$ cat src/common/lsu_pkg.sv
`default_nettype none

package lsu_pkg;

    // Datapath width and byte strobes per word
    localparam int DATA_W = 32;
    localparam int STRB_W = DATA_W / 8;

    // ------------------------------------------------------------------------
    // Operation encodings
    // ------------------------------------------------------------------------

    // Load kinds follow funct3
    // 3'b111 is not a RV32I load and marks "no load"
    typedef enum logic [2:0] {
        LOAD_LB   = 3'b000,
        LOAD_LH   = 3'b001,
        LOAD_LW   = 3'b010,
        LOAD_LBU  = 3'b100,
        LOAD_LHU  = 3'b101,
        LOAD_NONE = 3'b111
    } load_op_e;

    // Store kinds follow funct3 as well, 2'b11 marks "no store"
    typedef enum logic [1:0] {
        STORE_SB   = 2'b00,
        STORE_SH   = 2'b01,
        STORE_SW   = 2'b10,
        STORE_NONE = 2'b11
    } store_op_e;

    // One memory word
    // Byte view for strobes and LB/LBU, halfword view for SH and LH/LHU
    typedef union packed {
        logic [STRB_W-1:0][7:0]    bytes;
        logic [STRB_W/2-1:0][15:0] halves;
    } mem_word_u;

endpackage

`default_nettype wire

$ cat src/common/axi_lite_pkg.sv
`default_nettype none

package axi_lite_pkg;

    // Byte address width on the AR and AW channels
    localparam int ADDR_W = 32;

    // Response codes
    // EXOKAY and DECERR never show up on this bus
    localparam logic [1:0] RESP_OKAY   = 2'b00;
    localparam logic [1:0] RESP_SLVERR = 2'b10;

endpackage

`default_nettype wire

$ cat src/logic/lsu_writeback.sv
`default_nettype none

module lsu_writeback
    import lsu_pkg::*;
    import axi_lite_pkg::*;
(
    input  logic              M_AXI_ACLK,
    input  logic              M_AXI_ARESETN,
    // Read data and write response channels
    input  logic              i_rvalid,
    input  logic [DATA_W-1:0] i_rdata,
    input  logic [1:0]        i_rresp,
    output logic              o_rready,
    input  logic              i_bvalid,
    input  logic [1:0]        i_bresp,
    output logic              o_bready,
    // From the issue block
    input  logic              i_pass_valid,
    input  load_op_e          i_load_op,
    input  logic [1:0]        i_lane,
    // Result to the pipeline
    output logic              o_post_valid,
    output logic [DATA_W-1:0] o_lsu_res,
    output logic              o_bus_err,
    output logic              o_done
);

    mem_word_u         rdata_q;
    logic [1:0]        rresp_q;
    logic              r_hs, b_hs, r_err, b_err;
    logic [7:0]        byte_sel;
    logic [15:0]       half_sel;
    logic [DATA_W-1:0] load_ext;

    assign r_hs  = i_rvalid && o_rready;
    assign b_hs  = i_bvalid && o_bready;
    assign r_err = rresp_q != RESP_OKAY;
    assign b_err = i_bresp != RESP_OKAY;
    // Completion also frees the issue side
    assign o_done = o_post_valid;

    // ------------------------------------------------------------------------
    // Lane select and extension
    // ------------------------------------------------------------------------
    always_comb
    begin
        byte_sel = rdata_q.bytes[i_lane];
        half_sel = rdata_q.halves[i_lane[1]];
        case (i_load_op)
            LOAD_LB:  load_ext = {{(DATA_W-8){byte_sel[7]}}, byte_sel};
            LOAD_LH:  load_ext = {{(DATA_W-16){half_sel[15]}}, half_sel};
            LOAD_LW:  load_ext = rdata_q;
            LOAD_LBU: load_ext = {{(DATA_W-8){1'b0}}, byte_sel};
            LOAD_LHU: load_ext = {{(DATA_W-16){1'b0}}, half_sel};
            default:  load_ext = '0;
        endcase
    end

    // Ready pulses for one cycle once valid is seen
    always_ff @(posedge M_AXI_ACLK)
    begin
        if (!M_AXI_ARESETN)
        begin
            o_rready     <= 1'b0;
            o_bready     <= 1'b0;
            o_post_valid <= 1'b0;
            o_bus_err    <= 1'b0;
        end
        else
        begin
            o_rready     <= i_rvalid && !o_rready;
            o_bready     <= i_bvalid && !o_bready;
            o_post_valid <= r_hs || b_hs || i_pass_valid;
            o_bus_err    <= (r_hs && r_err) || (b_hs && b_err);
        end
    end

    // Read word is captured on the edge that raises rready
    always_ff @(posedge M_AXI_ACLK)
    begin
        if (i_rvalid && !o_rready)
        begin
            rdata_q <= i_rdata;
            rresp_q <= i_rresp;
        end
        // Stores, errors and pass-through all report zero
        o_lsu_res <= (r_hs && !r_err) ? load_ext : '0;
    end

endmodule

`default_nettype wire

$ cat config.mk
export PLATFORM = sky130hd
export DESIGN_NAME = lsu_writeback
export DESIGN_NICKNAME = d
export VERILOG_FILES = /design/src/common/lsu_pkg.sv /design/src/common/axi_lite_pkg.sv /design/src/logic/lsu_writeback.sv
export SDC_FILE = /design/constraint.sdc
export NUM_CORES = 1
export LEC_CHECK = 0
export ABC_AREA = 0
export BUFFER_PORTS_ARGS = -buffer_cell sky130_fd_sc_hd__buf_2
export CORE_UTILIZATION = 45
export CTS_CLUSTER_SIZE = 8
export DETAILED_ROUTE_END_ITERATION = 10
export PLACE_DENSITY = 0.75
export SYNTH_ARGS = -nofsm -noshare
export SYNTH_HDL_FRONTEND = slang
export SYNTH_SLANG_ARGS = --single-unit
$ cat constraint.sdc
create_clock -name M_AXI_ACLK -period 3 [get_ports M_AXI_ACLK]
set_input_delay 0.9 -clock M_AXI_ACLK [delete_from_list [all_inputs] [get_ports M_AXI_ACLK]]
set_output_delay 0.9 -clock M_AXI_ACLK [all_outputs]
set_load 0.05 [all_outputs]
==> metrics.txt <==
share of post-route cells with drive strength above 1 40.3%; Slowest-stage cell, CP dfxtp_1; wire length on met3 ~390 um; Critical Path AT 1170 ps; Final Max Tran Viols 0; post-CTS setup repair buffer count 0; Synth Register Bits 70; DRC viols 0; number of placement rows 27; synth top area cells edfxtp_1, dfxtp_1, a21oi_1, nand2_1, mux2_2; total core area about 5500 um2; Total Nets Final 334; fmax 483 MHz; CTS root buf clkbuf_8; pin count of the biggest net entering global routing 26; commonest cells after routing, fill and taps aside buf_2, a21oi_1, dfxtp_1; slew margin rel. approximately 68%; global-route wire length before repair about 8000 um; final setup TNS 0 ps; fin cells about 370; Remaining Overflow, GRT 0; VDD IR-drop max approximately 0.26 mV; clk_lat worst skew about 340 ps; slew of the pin with the lowest slew margin slightly below 500 ps; Port Buffers 82; delay-heaviest family, CP flip-flops; Setup WS pre-CTS roughly 760 ps; antenna-violating nets left 0; fin crit period 2070 ps; HP Class reg -> reg; Final Hold Fails 0; number of distinct library cells after synthesis 33; Buf/Inv on CP 1; biggest area consumer among synthesized cells edfxtp_1; total power about 1.9 mW; vias in the first global route between 1500 and 2000; final setup vio count 0; Cells after DPL around 350; post-CTS resize count 0; Pre-antenna DRT Iters 4; routed via count 1804; TritonCTS clock tree built; commonest non-fill, non-tap cell in the layout buf_2; hold_buf cts 0; layout filler cell count ~460; total die area between 6000 and 7000 um2; DR WL/cell around 14 um; H-tree depth 3; hpwl dp around 3700 um; initial antenna violation count 0; worst hold slack approximately 530 ps; YS warnings 0; top sig layer met4; global placer's final weighted congestion about 0.85; Reg clk slew, reported paths 70 ps; die width between 70 and 80 um; Initial Utilization roughly 47%; DRT Wirelength between 5000 and 6000 um; PwrDens between 500 and 600 nW/um2; Syn Nets 248; fin worst setup slack approximately 930 ps; critical path's largest stage delay 500 ps; Multi-input gate area 768 um2; worst-path maximum fanout 6; RSZ-0062 raised after global routing false; post-synthesis cell count 202; DRT iter0 DRCs around 120; run status complete, no violations; Worst Skew around 4 ps; Num CTS Buffers 9; met1 wire length 2280 um; die height between 70 and 80 um; max-cap viol count 0; Clock Sink Count 70; Tcrit/Tclk final ~69%; CP Cell Sequence buf_2; total track usage between 10% and 20%; n_diodes 0; Synth Cell Area 2570 um2; Ports 83; P_leak 1.32 nW; Mean Syn Cell Area 12.7 um2; crit path kind reg -> out; Layout Area Growth over Synthesis 24.6%; register area around 1700 um2; met2 routed WL between 2000 and 2500 um; Vias/cell ~5; Critical Path RT roughly 2100 ps; Critical Path Sink Type primary output; Longest Clk Path Bufs 2; Yosys top cell area share about two fifths; Critical Path Source Type flip-flop; sequential area share after synthesis ~68%
==> flip-flops by register name, summed over array words and instances (netlist names) <==
name	count
o_rready	1
o_bus_err	1
o_done	1
rresp_q	2
o_bready	1
o_lsu_res	32
rdata_q	32
==> worst min-delay path, stage by stage (launching register included) <==
cell and delay [ps]:
edfxtp_1 370, nand2_1 60, a21oi_1 50
==> report_power, final <==
group,internal [mW],switching (mW)
clock,0.319,0.325
sequential,1.04,0.0188
combinational,0.0604,0.0967
total,1.42,0.441
==> per-stage QoR <==
step	area [um2]	utilization, %
after detailed placement	3030	55.0
after global placement	3030	55.0
final	3200	58.1
after floorplan	2570	-
after global routing	3200	58.1
after CTS	3200	58.1
==> Yosys cell counts <==
| master | count |
|---|---|
| a21boi_0 | 1 |
| edfxtp_1 | 34 |
| buf_6 | 2 |
| inv_2 | 1 |
| mux2_4 | 1 |
| nor2_4 | 1 |
| nor3_4 | 1 |
| a21oi_1 | 40 |
| nor3b_4 | 1 |
| buf_2 | 5 |
| nand2_1 | 31 |
| clkbuf_2 | 1 |
| nor2b_1 | 3 |
| mux2i_1 | 2 |
| o211ai_1 | 2 |
| and3b_1 | 1 |
| nand2b_1 | 2 |
| a21oi_2 | 1 |
| dfxtp_1 | 36 |
| a21oi_4 | 1 |
| mux2_2 | 8 |
| a22oi_1 | 8 |
| a21o_2 | 1 |
| o21ai_0 | 8 |
| o2bb2ai_2 | 1 |
| nor2_2 | 1 |
| buf_4 | 1 |
| and2_1 | 1 |
| a221oi_1 | 1 |
| nand4_1 | 1 |
| nor2_1 | 2 |
| nand3_4 | 1 |
| a211o_1 | 1 |
==> final cells by class <==
| cell class | count | share of cell area (%) |
|---|---|---|
| repair buffers | 84 | 13.3 |
| flip-flops and latches | 70 | 54.5 |
| clock inverters | 4 | 0.705 |
| inverters | 1 | 0.117 |
| well taps | 72 | 2.82 |
| multi-input cells | 122 | 24.0 |
| clock buffers | 12 | 4.54 |
==> cell families (layout without fill, tap and decap cells) <==
group	after synthesis	in the layout	synth area share, %
AOI/OAI and AO/OA	65	65	15.2
buffers and inverters	10	101	2.49
DFF	70	70	67.9
muxes	11	11	4.88
and+or+nand+nor	46	46	9.61
==> metal layers <==
layer / vias to the layer above / GRT usage (%)
met1: 816 / 23.8
met3: 12 / 7.29
met4: 0 / 8.11
li1: 906 / -
met2: 70 / 27.8
met5: - / 0
==> path summary, 6_finish.rpt <==
check / start / end / slack [ps] / cells past startpoint
min: rdata_q[1]$_DFFE_PP_ / o_lsu_res[1]$_SDFF_PN0_ / 530 / 2
max reg2reg: rdata_q[7]$_DFFE_PP_ / o_lsu_res[18]$_SDFF_PN0_ / 1450 / 4
max: o_rready$_SDFF_PN0_ / o_rready / 930 / 1
min reg2reg: rdata_q[1]$_DFFE_PP_ / o_lsu_res[1]$_SDFF_PN0_ / 530 / 2
Note: power is estimated with default switching activity, not from simulation.
