<file path="src/common/lsu_pkg.sv">
`default_nettype none

package lsu_pkg;

    // Datapath width and byte strobes per word
    localparam int DATA_W = 32;
    localparam int STRB_W = DATA_W / 8;

    // ------------------------------------------------------------------------
    // Operation encodings
    // ------------------------------------------------------------------------

    // Load kinds follow funct3
    // 3'b111 is not a RV32I load and marks "no load"
    typedef enum logic [2:0] {
        LOAD_LB   = 3'b000,
        LOAD_LH   = 3'b001,
        LOAD_LW   = 3'b010,
        LOAD_LBU  = 3'b100,
        LOAD_LHU  = 3'b101,
        LOAD_NONE = 3'b111
    } load_op_e;

    // Store kinds follow funct3 as well, 2'b11 marks "no store"
    typedef enum logic [1:0] {
        STORE_SB   = 2'b00,
        STORE_SH   = 2'b01,
        STORE_SW   = 2'b10,
        STORE_NONE = 2'b11
    } store_op_e;

    // One memory word
    // Byte view for strobes and LB/LBU, halfword view for SH and LH/LHU
    typedef union packed {
        logic [STRB_W-1:0][7:0]    bytes;
        logic [STRB_W/2-1:0][15:0] halves;
    } mem_word_u;

endpackage

`default_nettype wire

</file>
<file path="src/common/axi_lite_pkg.sv">
`default_nettype none

package axi_lite_pkg;

    // Byte address width on the AR and AW channels
    localparam int ADDR_W = 32;

    // Response codes
    // EXOKAY and DECERR never show up on this bus
    localparam logic [1:0] RESP_OKAY   = 2'b00;
    localparam logic [1:0] RESP_SLVERR = 2'b10;

endpackage

`default_nettype wire

</file>
<file path="src/logic/lsu_issue.sv">
`default_nettype none

module lsu_issue
    import lsu_pkg::*;
    import axi_lite_pkg::*;
(
    input  logic              M_AXI_ACLK,
    input  logic              M_AXI_ARESETN,
    // Pipeline request
    input  logic              i_pre_valid,
    input  load_op_e          i_load_op,
    input  store_op_e         i_store_op,
    input  logic [ADDR_W-1:0] i_addr,
    input  logic [DATA_W-1:0] i_store_data,
    input  logic              i_done,
    output logic              o_ready,
    // Side info for the writeback
    output logic              o_pass_valid,
    output load_op_e          o_load_op,
    output logic [1:0]        o_lane,
    // AXI4-Lite master request channels
    output logic              o_awvalid,
    output logic [ADDR_W-1:0] o_awaddr,
    input  logic              i_awready,
    output logic              o_wvalid,
    output logic [DATA_W-1:0] o_wdata,
    output logic [STRB_W-1:0] o_wstrb,
    input  logic              i_wready,
    output logic              o_arvalid,
    output logic [ADDR_W-1:0] o_araddr,
    input  logic              i_arready
);

    logic              busy;
    logic              accept;
    logic              is_load;
    logic              is_store;
    logic [ADDR_W-1:0] addr_q;
    mem_word_u         st_word;
    logic [STRB_W-1:0] st_strb;

    // One request in flight, new work only while idle
    assign o_ready  = !busy;
    assign accept   = i_pre_valid && o_ready;
    // Load wins if a request ever carries both kinds
    assign is_load  = i_load_op != LOAD_NONE;
    assign is_store = (i_store_op != STORE_NONE) && !is_load;

    // Same address feeds both address channels
    assign o_awaddr = addr_q;
    assign o_araddr = addr_q;

    // ------------------------------------------------------------------------
    // Store lane placement and strobes
    // ------------------------------------------------------------------------
    always_comb
    begin
        st_word = '0;
        st_strb = '0;
        case (i_store_op)
            STORE_SB:
            begin
                st_word.bytes[i_addr[1:0]] = i_store_data[7:0];
                st_strb[i_addr[1:0]]       = 1'b1;
            end
            STORE_SH:
            begin
                // Aligned halfword sits in lanes 0-1 or 2-3
                st_word.halves[i_addr[1]]     = i_store_data[15:0];
                st_strb[{i_addr[1], 1'b0}+:2] = 2'b11;
            end
            STORE_SW:
            begin
                st_word.bytes = i_store_data;
                st_strb       = '1;
            end
            default: ;
        endcase
    end

    // ------------------------------------------------------------------------
    // Busy state and channel valids
    // ------------------------------------------------------------------------
    always_ff @(posedge M_AXI_ACLK)
    begin
        if (!M_AXI_ARESETN)
        begin
            busy         <= 1'b0;
            o_pass_valid <= 1'b0;
            o_arvalid    <= 1'b0;
            o_awvalid    <= 1'b0;
            o_wvalid     <= 1'b0;
        end
        else
        begin
            if (accept)
                busy <= 1'b1;
            else if (i_done)
                busy <= 1'b0;
            // Nothing to send on the bus, writeback completes it directly
            o_pass_valid <= accept && !is_load && !is_store;
            // Each valid holds until its own ready is seen
            if (accept && is_load)
                o_arvalid <= 1'b1;
            else if (i_arready)
                o_arvalid <= 1'b0;
            // AW and W go up together and drop on their own
            if (accept && is_store)
                o_awvalid <= 1'b1;
            else if (i_awready)
                o_awvalid <= 1'b0;
            if (accept && is_store)
                o_wvalid <= 1'b1;
            else if (i_wready)
                o_wvalid <= 1'b0;
        end
    end

    // Request payload, held stable for the whole transaction
    always_ff @(posedge M_AXI_ACLK)
    begin
        if (accept)
        begin
            addr_q    <= i_addr;
            o_wdata   <= st_word;
            o_wstrb   <= st_strb;
            o_load_op <= i_load_op;
            o_lane    <= i_addr[1:0];
        end
    end

endmodule

`default_nettype wire

</file>
<file path="config.mk">
export PLATFORM = sky130hd
export DESIGN_NAME = lsu_issue
export DESIGN_NICKNAME = d
export VERILOG_FILES = /design/src/common/lsu_pkg.sv /design/src/common/axi_lite_pkg.sv /design/src/logic/lsu_issue.sv
export SDC_FILE = /design/constraint.sdc
export NUM_CORES = 1
export LEC_CHECK = 0
export ABC_AREA = 0
export BUFFER_PORTS_ARGS = -buffer_cell sky130_fd_sc_hd__buf_2
export CAP_MARGIN = 30
export CORE_MARGIN = 1
export CORE_UTILIZATION = 30
export CTS_BUF_LIST = sky130_fd_sc_hd__clkbuf_8
export DETAILED_ROUTE_END_ITERATION = 8
export SETUP_SLACK_MARGIN = 0.2
export SLEW_MARGIN = 20
export SYNTH_ARGS = -nofsm -noshare
export SYNTH_HDL_FRONTEND = slang
export SYNTH_SLANG_ARGS = --single-unit
</file>
<file path="constraint.sdc">
create_clock -name M_AXI_ACLK -period 6.6 [get_ports M_AXI_ACLK]
set_input_delay 0.66 -clock M_AXI_ACLK [delete_from_list [all_inputs] [get_ports M_AXI_ACLK]]
set_output_delay 0.66 -clock M_AXI_ACLK [all_outputs]
set_load 0.03 [all_outputs]
</file>
==> metrics.md <==
| Metric | Value |
|---|---|
| Status | complete, no violations |
| Critical path type | in -> reg |
| Worst Setup Start Kind | primary input |
| Top_reg_cell synth | edfxtp_1 |
| Critical Path AT | around 2.0 ns |
| Height of the die | 104.2 um |
| Post-synth top area cell | edfxtp_1 |
| Post-synth EDFFs | between 70 and 80 |
| TritonCTS clock tree | done |
| Critical R2R Launch | busy |
| Met2 WL | between 4 and 5 mm |
| Number of global-route vias before repair | 2200 |
| Worst-path maximum fanout | 17 |
| Internal power | 831.1 uW |
| Worst setup endpoint | o_wdata[17] |
| Clock Power Share | 0.324 |
| Min-Delay Path Class | reg -> reg |
| Core Area | between 9000 and 10000 um^2 |
| Die X | between 100 and 150 um |
| Worst ir drop on vdd | 0.1258 mV |
| Tcrit/Tclk final | 0.2882 |
| R2r endpoint | o_araddr[2] |
| Sw Ratio | 0.2762 |
| Max-cap violation count | 0 |
| Critical Path End Type | register |
| Initial antenna violation count | 0 |
| Die area | 10860 um^2 |
| Grt ovf | 0 |
| Post-layout util | 0.4158 |
| Slew Limit Fails | 0 |
| P_sw | 317.1 uW |
| Fillers | approximately 970 |
| TNS Setup | 0 ns |
| Iteration-0 DRC Markers | 120 |
| Starting Density | 0.3150 |
| PD cells | approximately 280 nW/um^2 |
| Largest net degree at the start of global routing | 75 |
| Crit-path max cell delay | 0.68 ns |
| Number of synthesized register bits | 76 |
| Worst path cell trace | buf_2, nor2b_1, nor3_4, a22o_1 |
| First-pass GRT wire length | 12.08 mm |
| Syn Std Cell Area | 3136 um^2 |
| Worst skew pair latency | between 0.3 and 0.4 ns |
| Worst-margin pin slew | 0.9317 ns |
| Warnings from Yosys | 0 |
| Number of routed nets with antenna violations | 0 |
| CP max stage cell | nor2b_1 |
| Post-synthesis sequential area ratio | 0.7119 |
| Comb pwr share | 0.176 |
| Syn_nets | 284 |
| Share of post-route cells with drive strength above 1 | 0.5628 |
| Worst-case clock buffer depth | 2 |
| # IOs | 186 |
| # nets final | approximately 440 |
| Quantity of gates resized following cts | 0 |
| Library cells used by synthesis | 30 |
| DR WL/cell | 16.10 um |
| M1 WL | 3.248 mm |
| Detail Placement HPWL | 5.889 mm |
| # diodes | 0 |
| Max Freq | 0.5258 GHz |
| CTS Hold Bufs | 0 |
| Pleak | 0.001834 uW |
| Met3 routed WL | 569 um |
| Share of the synthesized area in the top cell type | 0.6800 |
| Relative slew slack | 0.3789 |
| Syn avg cell area | 15.07 um^2 |
| Total power | 1148 uW |
| DR DRC count | 0 |
| Crit path from | i_store_op[0] |
| Drt pass-1 iters | 4 |
| Final Hold Viols | 0 |
| # rows | 36 |
| I/O Buffers | 185 |
| Syn Inst Count | between 200 and 250 |
| WP data required | 6.70 ns |
| Routed WL | 8.033 mm |
| H-Tree Depth | 3 |
| Sink Count | 76 |
| R2R cell count | 2 |
| Clk_skew | around 0.0097 ns |
| Via count | 2265 |
| Async SR Flop Fraction | 0 |
| Clk root buf | clkbuf_8 |
| Vias per inst | around 4.5 |
| Top cells by area, synth | edfxtp_1 68%, buf_4 8.4%, dfxtp_1 3.2% |
| R2r setup slk | 5.00 ns |
| Total GRT Usage | 0.1499 |
| Clock transition at the registers of the reported paths | around 0.070 ns |
| Num CTS Buffers | 9 |
| RSZ-0062 raised after global routing | false |
| Area grow syn2layout | 32.00% |
| Top Layer Used | met4 |
| Post-CTS Setup Bufs | 0 |
| Global placer's final weighted congestion | around 0.72 |
| # setup viols final | 0 |
| Fin crit period | 1.902 ns |
| Sequential share of power | 0.501 |
-- cell type report --
cell class / count / area, um^2 / area share
clock inverters: 6 / 81.33 / 0.01965
clock buffers: 9 / 123.9 / 0.02993
inverters: 10 / 37.54 / 0.009069
multi-input cells: 79 / 564.3 / 0.1363
repair buffers: 186 / 933.4 / 0.2255
well taps: 133 / 166.4 / 0.04021
flip-flops and latches: 76 / 2232 / 0.5393
-- routing by layer --
metal,global-route usage,up-vias
met5,0,-
met2,0.2490,124
met1,0.1795,1070
li1,-,1058
met4,0.07449,0
met3,0.03947,13
-- worst min-delay path by stage --
stage / start / end / slack [ns] / cells past startpoint
after CTS: i_addr[18] / o_araddr[18] / 0.46 / 1
after global placement: o_wvalid / o_wvalid / 0.46 / 2
final: o_wvalid / o_wvalid / 0.48 / 2
after detailed placement: o_wvalid / o_wvalid / 0.47 / 2
after floorplan: busy / busy / 0.51 / 2
after global routing: i_addr[30] / o_araddr[30] / 0.46 / 1
-- flip-flops by register name, summed over array words and instances (netlist names) --
register	cells
o_wvalid	1
o_load_op	3
o_awvalid	1
o_lane	1
busy	1
o_araddr	31
o_arvalid	1
o_wdata	32
o_wstrb	4
o_pass_valid	1
-- cells by family (layout without fill, tap and decap cells) --
logic type / Yosys count / in the layout / share of synthesized area
AOI/OAI and AO/OA: 43 / 43 / 0.1022
DFF: 76 / 76 / 0.7119
and+or+nand+nor: 36 / 36 / 0.07343
buffers and inverters: 53 / 211 / 0.1125
-- critical path: cells and delay by family --
| family | cells | cell delay (ns) |
|---|---|---|
| AND/OR/NAND/NOR | 2 | 0.84 |
| buffers and inverters | 1 | 0.21 |
| AO/OA/AOI/OAI | 1 | 0.29 |
-- power groups by stage --
stage / registers (uW) / logic [uW] / clock network (uW)
finish: 575 / 202 / 372
global route: 578 / 214 / 408
CTS: 575 / 204 / 389
detailed placement: 586 / 204 / 0
global placement: 585 / 201 / 0
floorplan: 650 / 80.9 / 0
-- synth_stat cells (2+ instances only) --
cell type / n
a21oi_1: 4
nor2_1: 2
buf_2: 6
a21boi_1: 2
nand2_1: 11
nor3b_1: 8
a22o_1: 8
inv_1: 9
nand2b_1: 5
a22oi_1: 8
buf_4: 35
buf_6: 2
a222oi_1: 7
o21ai_0: 10
edfxtp_1: 71
nor2b_1: 2
dfxtp_1: 5
-- layout by cell type, fill, tap and decap left out, types with 4 or more instances in the layout --
master,instances
inv_1,10
a22oi_1,8
dfxtp_1,5
edfxtp_1,71
nor3b_1,8
nand2b_1,5
a222oi_1,7
clkbuf_8,9
a22o_1,8
buf_2,185
a21oi_1,4
nand2_1,11
o21ai_0,10
-- stage by stage --
step | hold WS (ns) | instance area [um^2] | worst slack [ns] | cells
after floorplan | 0.5054 | 3136 | 2.132 | 208
after global placement | 0.4555 | 3934 | 4.458 | 484
after detailed placement | 0.4683 | 3934 | 4.342 | 484
after CTS | 0.4597 | 4139 | 4.715 | 499
after global routing | 0.4607 | 4139 | 4.631 | 499
final | 0.4752 | 4139 | 4.698 | 499
Power figures use the tool's default switching activity.
